==> src/verilog/legalizer_pkg.sv <==
// shared widths, limits and packed request structs; import into every legalizer module and the testbench
`default_nettype none

package legalizer_pkg;

    // ------------------------------------------------------------------
    // widths and limits
    // ------------------------------------------------------------------
    // bus and transfer widths
    localparam int unsigned ADDR_W     = 32;
    localparam int unsigned LEN_W      = 32;
    localparam int unsigned DATA_W     = 32;
    // byte lanes and in-beat offset follow the data width
    localparam int unsigned STRB_W     = DATA_W / 8;
    localparam int unsigned OFFSET_W   = $clog2(STRB_W);
    // an AXI page is at most 4 KiB, so 12 bits of page offset
    localparam int unsigned MAX_PAGE_W = 12;
    // AXI4 ax channel field widths
    localparam int unsigned AX_LEN_W   = 8;
    localparam int unsigned AX_SIZE_W  = 3;

    // ------------------------------------------------------------------
    // scalar types
    // ------------------------------------------------------------------
    typedef logic [ADDR_W-1:0]   addr_t;
    typedef logic [LEN_W-1:0]    len_t;
    typedef logic [OFFSET_W-1:0] offset_t;
    // one extra bit so a full page length fits
    typedef logic [MAX_PAGE_W:0] page_len_t;

    // ------------------------------------------------------------------
    // transfer request
    // ------------------------------------------------------------------
    // burst options; max_llen is log2 of beats per reduced page
    typedef struct packed {
        logic       decouple_rw;
        logic       src_reduce_len;
        logic       dst_reduce_len;
        logic [2:0] src_max_llen;
        logic [2:0] dst_max_llen;
    } beo_opt_t;

    // generic 1D transfer
    typedef struct packed {
        len_t     length;
        addr_t    src_addr;
        addr_t    dst_addr;
        beo_opt_t opt;
    } xfer_req_t;

    // page shaping for one side
    typedef struct packed {
        logic       reduce_len;
        logic [2:0] max_llen;
    } page_cfg_t;

    // ------------------------------------------------------------------
    // burst descriptors
    // ------------------------------------------------------------------
    // ax channel subset: beat aligned address, beats minus one, beat size
    typedef struct packed {
        addr_t                addr;
        logic [AX_LEN_W-1:0]  len;
        logic [AX_SIZE_W-1:0] size;
    } ax_req_t;

    // datapath: first valid byte and end byte of the last beat
    typedef struct packed {
        offset_t offset;
        offset_t tailer;
    } dp_req_t;

    // read burst carries the src to dst realignment shift
    typedef struct packed {
        ax_req_t ax;
        dp_req_t dp;
        offset_t shift;
    } r_req_t;

    // write burst flags the final burst of the transfer
    typedef struct packed {
        ax_req_t ax;
        dp_req_t dp;
        logic    last;
    } w_req_t;

endpackage

`default_nettype wire
==> src/verilog/legalizer_top.sv <==
// AXI4 burst legalizer top: splits one DMA transfer into page-legal read and write bursts
`timescale 1ns/10ps
`default_nettype none

module legalizer_top
    import legalizer_pkg::*;
#(
    // 256 for AXI4, 16 for AXI3
    parameter int unsigned MaxBeatsPerBurst = 256
) (
    input  wire        clk_i,
    input  wire        rst_i,

    // transfer input
    input  xfer_req_t  req_i,
    input  wire        valid_i,
    output logic       ready_o,

    // read bursts
    output r_req_t     r_req_o,
    output logic       r_valid_o,
    input  wire        r_ready_i,

    // write bursts
    output w_req_t     w_req_o,
    output logic       w_valid_o,
    input  wire        w_ready_i,

    // hold emission / abandon the active transfer
    input  wire        flush_i,
    input  wire        kill_i,

    output logic       r_busy_o,
    output logic       w_busy_o
);

    // ------------------------------------------------------------------
    // internal wiring
    // ------------------------------------------------------------------
    logic      load;
    logic      r_step;
    logic      w_step;
    logic      r_go;
    logic      w_go;
    logic      r_done;
    logic      w_done;
    page_cfg_t r_cfg;
    page_cfg_t w_cfg;
    page_len_t r_bytes_possible;
    page_len_t w_bytes_possible;
    page_len_t r_bytes_to_pb;
    page_len_t w_bytes_to_pb;
    offset_t   shift;
    ax_req_t   r_ax;
    ax_req_t   w_ax;
    dp_req_t   r_dp;
    dp_req_t   w_dp;

    legalizer_ctrl u_ctrl (
        .clk_i              (clk_i),
        .rst_i              (rst_i),
        .req_i              (req_i),
        .valid_i            (valid_i),
        .ready_o            (ready_o),
        .r_ready_i          (r_ready_i),
        .w_ready_i          (w_ready_i),
        .flush_i            (flush_i),
        .kill_i             (kill_i),
        .r_bytes_to_pb_i    (r_bytes_to_pb),
        .w_bytes_to_pb_i    (w_bytes_to_pb),
        .r_done_i           (r_done),
        .w_done_i           (w_done),
        .r_valid_o          (r_go),
        .w_valid_o          (w_go),
        .load_o             (load),
        .r_step_o           (r_step),
        .w_step_o           (w_step),
        .r_cfg_o            (r_cfg),
        .w_cfg_o            (w_cfg),
        .r_bytes_possible_o (r_bytes_possible),
        .w_bytes_possible_o (w_bytes_possible),
        .shift_o            (shift)
    );

    // source side
    burst_stepper #(
        .MaxBeatsPerBurst (MaxBeatsPerBurst)
    ) u_read_stepper (
        .clk_i            (clk_i),
        .rst_i            (rst_i),
        .load_i           (load),
        .step_i           (r_step),
        .kill_i           (kill_i),
        .addr_i           (req_i.src_addr),
        .length_i         (req_i.length),
        .cfg_i            (r_cfg),
        .bytes_possible_i (r_bytes_possible),
        .bytes_to_pb_o    (r_bytes_to_pb),
        .done_o           (r_done),
        .busy_o           (r_busy_o),
        .ax_o             (r_ax),
        .dp_o             (r_dp)
    );

    // destination side
    burst_stepper #(
        .MaxBeatsPerBurst (MaxBeatsPerBurst)
    ) u_write_stepper (
        .clk_i            (clk_i),
        .rst_i            (rst_i),
        .load_i           (load),
        .step_i           (w_step),
        .kill_i           (kill_i),
        .addr_i           (req_i.dst_addr),
        .length_i         (req_i.length),
        .cfg_i            (w_cfg),
        .bytes_possible_i (w_bytes_possible),
        .bytes_to_pb_o    (w_bytes_to_pb),
        .done_o           (w_done),
        .busy_o           (w_busy_o),
        .ax_o             (w_ax),
        .dp_o             (w_dp)
    );

    // ------------------------------------------------------------------
    // outputs
    // ------------------------------------------------------------------
    // a side only emits while it still holds part of a transfer
    assign r_valid_o = r_go & r_busy_o;
    assign w_valid_o = w_go & w_busy_o;

    assign r_req_o = '{ax: r_ax, dp: r_dp, shift: shift};
    // final write burst is the one that finishes the write stepper
    assign w_req_o = '{ax: w_ax, dp: w_dp, last: w_done};

endmodule

`default_nettype wire

==> src/verilog/burst_stepper.sv <==
// one side of the legalizer: walks the transfer page by page and forms each burst descriptor
`timescale 1ns/10ps
`default_nettype none

module burst_stepper
    import legalizer_pkg::*;
#(
    parameter int unsigned MaxBeatsPerBurst = 256
) (
    input  wire        clk_i,
    input  wire        rst_i,

    // state control from the controller
    input  wire        load_i,
    input  wire        step_i,
    input  wire        kill_i,

    // new transfer, sampled on load
    input  addr_t      addr_i,
    input  len_t       length_i,

    // page shaping and permitted burst size
    input  page_cfg_t  cfg_i,
    input  page_len_t  bytes_possible_i,

    // feedback to the controller
    output page_len_t  bytes_to_pb_o,
    output logic       done_o,
    output logic       busy_o,

    // current burst
    output ax_req_t    ax_o,
    output dp_req_t    dp_o
);

    // ------------------------------------------------------------------
    // page geometry
    // ------------------------------------------------------------------
    // hard page: 4 KiB or the longest burst, whichever is smaller
    localparam int unsigned PAGE_BYTES = (MaxBeatsPerBurst * STRB_W > (1 << MAX_PAGE_W)) ?
                                         (1 << MAX_PAGE_W) : MaxBeatsPerBurst * STRB_W;
    localparam int unsigned PAGE_AW    = $clog2(PAGE_BYTES);

    // mutable transfer state
    addr_t      addr_q;
    len_t       length_q;
    logic       valid_q;

    // page arithmetic
    logic [3:0] page_w;
    page_len_t  page_size;
    page_len_t  page_off;

    // burst sizing
    logic       fits;
    page_len_t  num_bytes;
    page_len_t  beats_m1;
    offset_t    addr_off;

    // page width in bits, optionally reduced per side
    always_comb begin
        page_w = 4'(OFFSET_W) + (cfg_i.reduce_len ? {1'b0, cfg_i.max_llen} : 4'd8);
        // never beyond the hard page
        if (page_w > 4'(PAGE_AW)) begin
            page_w = 4'(PAGE_AW);
        end
    end

    assign page_size = page_len_t'(1) << page_w;

    // low address bits below the variable page width
    always_comb begin
        page_off = '0;
        for (int i = 0; i < PAGE_AW; i++) begin
            page_off[i] = (page_w > i) ? addr_q[i] : 1'b0;
        end
    end

    // distance to the next page boundary
    assign bytes_to_pb_o = page_size - page_off;

    // ------------------------------------------------------------------
    // burst sizing
    // ------------------------------------------------------------------
    // remaining bytes fit into this burst, so this is the final one
    assign fits      = (length_q <= LEN_W'(bytes_possible_i));
    assign num_bytes = fits ? length_q[MAX_PAGE_W:0] : bytes_possible_i;

    // idle counts as done so a new transfer can enter, kill forces it too
    assign done_o    = ~valid_q | fits | kill_i;
    assign busy_o    = valid_q;

    // ------------------------------------------------------------------
    // descriptors
    // ------------------------------------------------------------------
    assign addr_off = addr_q[OFFSET_W-1:0];
    // bytes plus leading offset never pass the page, so len stays in range
    assign beats_m1 = num_bytes + page_len_t'(addr_off) - page_len_t'(1);

    assign ax_o.addr = {addr_q[ADDR_W-1:OFFSET_W], {OFFSET_W{1'b0}}};
    assign ax_o.len  = beats_m1[OFFSET_W +: AX_LEN_W];
    // always full bus width beats
    assign ax_o.size = AX_SIZE_W'(OFFSET_W);

    assign dp_o.offset = addr_off;
    // wraps to zero when the last beat is full
    assign dp_o.tailer = offset_t'(num_bytes + page_len_t'(addr_off));

    // ------------------------------------------------------------------
    // state
    // ------------------------------------------------------------------
    always_ff @(posedge clk_i) begin
        if (rst_i) begin
            addr_q   <= '0;
            length_q <= '0;
            valid_q  <= 1'b0;
        end else if (load_i) begin
            // load overrides a kill in the same cycle
            addr_q   <= addr_i;
            length_q <= length_i;
            valid_q  <= 1'b1;
        end else if (kill_i) begin
            addr_q   <= '0;
            length_q <= '0;
            valid_q  <= 1'b0;
        end else if (step_i && valid_q) begin
            if (fits) begin
                // final burst handed over
                valid_q <= 1'b0;
            end else begin
                addr_q   <= addr_q + ADDR_W'(num_bytes);
                length_q <= length_q - LEN_W'(num_bytes);
            end
        end
    end

endmodule

`default_nettype wire

==> src/verilog/legalizer_ctrl.sv <==
// legalizer flow control: latches transfer options, picks the burst size per side and drives the handshakes
`timescale 1ns/10ps
`default_nettype none

module legalizer_ctrl
    import legalizer_pkg::*;
(
    input  wire        clk_i,
    input  wire        rst_i,

    // transfer input
    input  xfer_req_t  req_i,
    input  wire        valid_i,
    output logic       ready_o,

    // downstream readiness and global controls
    input  wire        r_ready_i,
    input  wire        w_ready_i,
    input  wire        flush_i,
    input  wire        kill_i,

    // stepper feedback
    input  page_len_t  r_bytes_to_pb_i,
    input  page_len_t  w_bytes_to_pb_i,
    input  wire        r_done_i,
    input  wire        w_done_i,

    // handshake qualifiers, still ungated by stepper occupancy
    output logic       r_valid_o,
    output logic       w_valid_o,

    // stepper control
    output logic       load_o,
    output logic       r_step_o,
    output logic       w_step_o,
    output page_cfg_t  r_cfg_o,
    output page_cfg_t  w_cfg_o,
    output page_len_t  r_bytes_possible_o,
    output page_len_t  w_bytes_possible_o,
    output offset_t    shift_o
);

    // latched options of the active transfer
    beo_opt_t  opt_q;
    // src to dst byte shift of the active transfer
    offset_t   shift_q;
    // boundary that comes first over both sides
    page_len_t c_bytes_to_pb;
    // step qualifiers before kill is folded in
    logic      r_go;
    logic      w_go;

    // ------------------------------------------------------------------
    // refill
    // ------------------------------------------------------------------
    // a new transfer only enters once both sides are done
    assign ready_o = r_done_i & w_done_i & r_ready_i & w_ready_i & ~flush_i;
    // load wins over kill inside the steppers
    assign load_o  = valid_i & ready_o;

    // options register, cleared by reset
    always_ff @(posedge clk_i) begin
        if (rst_i) begin
            opt_q <= '0;
        end else if (load_o) begin
            opt_q <= req_i.opt;
        end
    end

    // src offset minus dst offset, latched with each transfer
    always_ff @(posedge clk_i) begin
        if (load_o) begin
            shift_q <= req_i.src_addr[OFFSET_W-1:0] - req_i.dst_addr[OFFSET_W-1:0];
        end
    end

    assign shift_o = shift_q;

    // page shaping handed to each stepper
    assign r_cfg_o = '{reduce_len: opt_q.src_reduce_len, max_llen: opt_q.src_max_llen};
    assign w_cfg_o = '{reduce_len: opt_q.dst_reduce_len, max_llen: opt_q.dst_max_llen};

    // ------------------------------------------------------------------
    // burst size selection
    // ------------------------------------------------------------------
    // coupled pairs must move the same bytes, so take the nearer boundary
    assign c_bytes_to_pb = (r_bytes_to_pb_i > w_bytes_to_pb_i) ? w_bytes_to_pb_i
                                                               : r_bytes_to_pb_i;

    // decoupled sides just follow their own page
    assign r_bytes_possible_o = opt_q.decouple_rw ? r_bytes_to_pb_i : c_bytes_to_pb;
    assign w_bytes_possible_o = opt_q.decouple_rw ? w_bytes_to_pb_i : c_bytes_to_pb;

    // ------------------------------------------------------------------
    // flow control
    // ------------------------------------------------------------------
    always_comb begin
        if (opt_q.decouple_rw) begin
            // each side runs on its own ready
            r_go = r_ready_i & ~flush_i;
            w_go = w_ready_i & ~flush_i;
        end else begin
            // lock step, both sides wait on both readies
            r_go = r_ready_i & w_ready_i & ~flush_i;
            w_go = r_go;
        end
    end

    // kill must reach the state registers regardless of back-pressure
    assign r_step_o  = r_go | kill_i;
    assign w_step_o  = w_go | kill_i;

    // a burst is handed over whenever its side advances normally
    assign r_valid_o = r_go;
    assign w_valid_o = w_go;

endmodule

`default_nettype wire

==> config.mk <==
export PLATFORM = sky130hd
export DESIGN_NAME = legalizer_top
export DESIGN_NICKNAME = d
export VERILOG_FILES = /design/src/verilog/legalizer_pkg.sv /design/src/verilog/legalizer_top.sv /design/src/verilog/burst_stepper.sv /design/src/verilog/legalizer_ctrl.sv
export SDC_FILE = /design/constraint.sdc
export NUM_CORES = 1
export LEC_CHECK = 0
export BUFFER_PORTS_ARGS = -buffer_cell sky130_fd_sc_hd__buf_2
export CAP_MARGIN = 20
export CORE_MARGIN = 1
export CORE_UTILIZATION = 40
export DETAILED_ROUTE_END_ITERATION = 10
export PLACE_DENSITY = 0.69
export SLEW_MARGIN = 30
export SYNTH_ARGS = -nofsm -noshare
export SYNTH_HDL_FRONTEND = slang
export SYNTH_HIERARCHICAL = 1
export SYNTH_SLANG_ARGS = --single-unit
==> constraint.sdc <==
create_clock -name clk_i -period 15 [get_ports clk_i]
set_clock_uncertainty 0.2 [all_clocks]
set_input_delay 1.5 -clock clk_i [delete_from_list [all_inputs] [get_ports clk_i]]
set_output_delay 1.5 -clock clk_i [all_outputs]
set_load 0.02 [all_outputs]
==> out/qor.yml <==
antenna-diode-count: 0
grt_overflow: 0
cts_resized: 0
power.density_mw_per_mm2: 152
timing.hold.worst.class: "reg2reg"
maxSlewViolCount: 0
final-setup-viol-count: 0
yosys_warnings: 6
ys_seq_elements: 141
die_outline_area_mm2: 0.0351
core_area_mm2: 0.0337
max_stage_delay_ps: 630
num_vias: 14434
wire_length_of_the_first_global_routing_pass_mm: 72.7
place_hpwl_mm: 35.1
synth_cells: 1864
synth.distinct_cells: 85
detailed_place.area_mm2: 0.0150
crit_path_end_kind: "output port"
tritoncts.num_buffers: 17
layout.filler_cells: 3456
largest_net_degree_at_the_start_of_global_routing: 68
post_synth.cell_area_avg_um2: 7.37
cts-root-to-sink-buffers: 2
crit_path_max_fanout: 22
worst_ep_required_time_ps: 13300
rr_startpoint: "u_ctrl/r_cfg_o[3]"
total_power_w: 0.00237
path_clk_slew_ps: 60
critical_path.most_common_cell: "ha_1"
drv_cap: 0
post-cts-setup-buffers: 0
effective_utilization_at_floorplan_pct: 40.8
max-slew-margin-rel_pct: 29.3
hold_viol: 0
synth-seq-area-share_pct: 20.7
via_count_of_the_first_global_routing_pass: 13408
synth_flop_cell: "dfxtp_1"
layout_common_cells: "buf_2, nand2_1, nor2_1"
final_nets: 2240
postRouteAntennaNets: 0
layout.area.seq_mm2: 0.00284
total_leakage_power_nw: 6.82
numPortBuffers: 203
worst_setup_path_start: "u_ctrl/r_cfg_o[3]"
synth-edff-count: 2
grt_antenna_before_repair: 3
finish.instance_area_mm2: 0.0156
run_status: "finished, final reports clean"
irDropWorstVdd_mv: 0.123
cts_tree: "done"
rsz0062_at_grt: "no"
finalCoreUtilization_pct: 46.3
min_period_ps: 13090
clock_tree.root_cell: "clkbuf_16"
routed_wire_length_per_instance_um: 18.9
critical_path_arrival_ps: 11390
dr.pass1.iters: 5
fraction_of_registers_with_async_set_reset_pct: 0
cell_with_the_largest_stage_delay_on_the_worst_path: "fa_1"
clkSinkCount: 141
tightestPinTransition_ps: 1050
placed_cells: 2429
timing.final.crit_share_pct: 87.3
area_growth_pct: 13.6
critPathKind: "reg2out"
multi_input_area_mm2: 0.0100
post_synth_instance_area_mm2: 0.0137
setup-tns-final_ps: 0
max_freq_ghz: 0.0764
final_cell_count_no_fill: 2459
num_rows: 67
number_of_drc_markers_in_iteration_0: 1289
io_pins: 214
wirelength_mm: 46.4
layout.cells.most_common: "buf_2"
worst_setup_path_start_kind: "register"
gr_util_all_layers_pct: 25.9
cts-hold-fix-buffers: 0
worstSkewPairLatency_ps: 450
cts_max_level: 4
die-width_um: 187
drcViolationCount: 0
gp_congestion: 0.920
chipHeight_um: 187
layout-drive-gt1-share_pct: 15.5
post_detailed_route_via_to_cell_ratio: 5.87
startpoint_of_the_tightest_hold_check_path: "u_ctrl/w_cfg_o[2]"
power breakdown:
part | total [W] | internal, W | switching [W] | leakage (nW)
Sequential | 0.000426 | 0.000395 | 0.0000311 | 1.15
Combinational | 0.00149 | 0.000591 | 0.000899 | 5.38
Clock | 0.000451 | 0.000262 | 0.000188 | 0.289
through the flow:
| stage | hold slack [ps] | worst slack [ps] |
|---|---|---|
| 3_5_place_dp | 263 | 2530 |
| 4_1_cts | 275 | 2020 |
| 5_1_grt | 296 | 1160 |
| 2_1_floorplan | 237 | 3370 |
| 3_3_place_gp | 265 | 2910 |
| 6_report | 274 | 1910 |
cell families (layout without fill, tap and decap cells):
| logic type | after synthesis | after routing | synth area share [%] |
|---|---|---|---|
| AOI/OAI and AO/OA | 524 | 524 | 24.7 |
| xor gates and xnor gates | 116 | 116 | 7.50 |
| adders and majority gates | 128 | 128 | 12.0 |
| buffers and inverters | 224 | 365 | 6.79 |
| DFF | 141 | 141 | 20.7 |
| muxes | 42 | 42 | 3.64 |
| other | 4 | 10 | 0.109 |
| and+or+nand+nor | 685 | 685 | 24.6 |
routing by layer:
metal	part of all wire [%]	global-route usage, %	vias to the layer above
met4	3.0	9.49	6
met5	0.095	0	-
li1	-	-	6993
met1	44	34.1	6759
met3	7.3	4.67	88
met2	45	42.1	588
final cells by class:
| class | count | share of cell area, % |
|---|---|---|
| Multi-Input combinational cell | 1505 | 64.2 |
| Sequential cell | 141 | 18.2 |
| Timing Repair Buffer | 221 | 7.39 |
| Tap cell | 448 | 3.59 |
| Inverter | 114 | 2.76 |
| Clock buffer | 18 | 2.75 |
| Clock inverter | 12 | 1.04 |
final timing paths:
check	depth (start not counted)	slack, ps	to
worst min-delay path	2	270	u_ctrl/w_cfg_o[2]
worst max register to register	45	3650	u_read_stepper/addr_q[18]
worst min register to register	2	270	u_ctrl/w_cfg_o[2]
worst max-delay path	42	1910	r_req_o[16]
state kept, by name, indices dropped and copies added (netlist names):
signal / flops
u_ctrl/w_cfg_o: 4
u_ctrl/opt_q: 1
u_write_stepper/length_q: 32
u_write_stepper/busy_o: 1
u_write_stepper/addr_q: 32
u_read_stepper/length_q: 32
u_read_stepper/addr_q: 32
u_read_stepper/busy_o: 1
u_ctrl/r_cfg_o: 4
u_ctrl/shift_o: 2
worst max-delay path: cells and delay by family, from the launching register on:
family | cells | cell delay (ps)
compound gates | 16 | 3690
xor+xnor | 1 | 170
fa+ha+maj | 7 | 2440
buf+inv | 5 | 970
flops | 1 | 470
mux | 2 | 630
simple gates | 11 | 2570
cells in the mapped netlist, types with 12 or more instances:
| library cell | number | area, um^2 |
|---|---|---|
| o21a_1 | 15 | 113 |
| and2_1 | 19 | 119 |
| xnor2_1 | 89 | 780 |
| nor2_1 | 159 | 597 |
| nand2_1 | 193 | 724 |
| a21oi_1 | 134 | 671 |
| nor2b_1 | 22 | 138 |
| o21ai_0 | 125 | 626 |
| clkbuf_1 | 79 | 297 |
| mux2_2 | 20 | 225 |
| nand4_1 | 19 | 119 |
| o211ai_1 | 12 | 90.1 |
| xor2_1 | 26 | 228 |
| a21o_1 | 31 | 233 |
| a31oi_1 | 22 | 138 |
| inv_1 | 114 | 428 |
| a211oi_1 | 45 | 338 |
| ha_1 | 122 | 1530 |
| or3_1 | 25 | 156 |
| nor3_1 | 63 | 315 |
| and3_1 | 22 | 138 |
| nand3_1 | 52 | 260 |
| a22oi_1 | 20 | 150 |
| dfxtp_1 | 139 | 2780 |
| nor4_1 | 34 | 213 |
| nand2b_1 | 22 | 138 |
| a21boi_0 | 12 | 90.1 |
| buf_4 | 19 | 143 |
(Power assumes the default switching activity.)
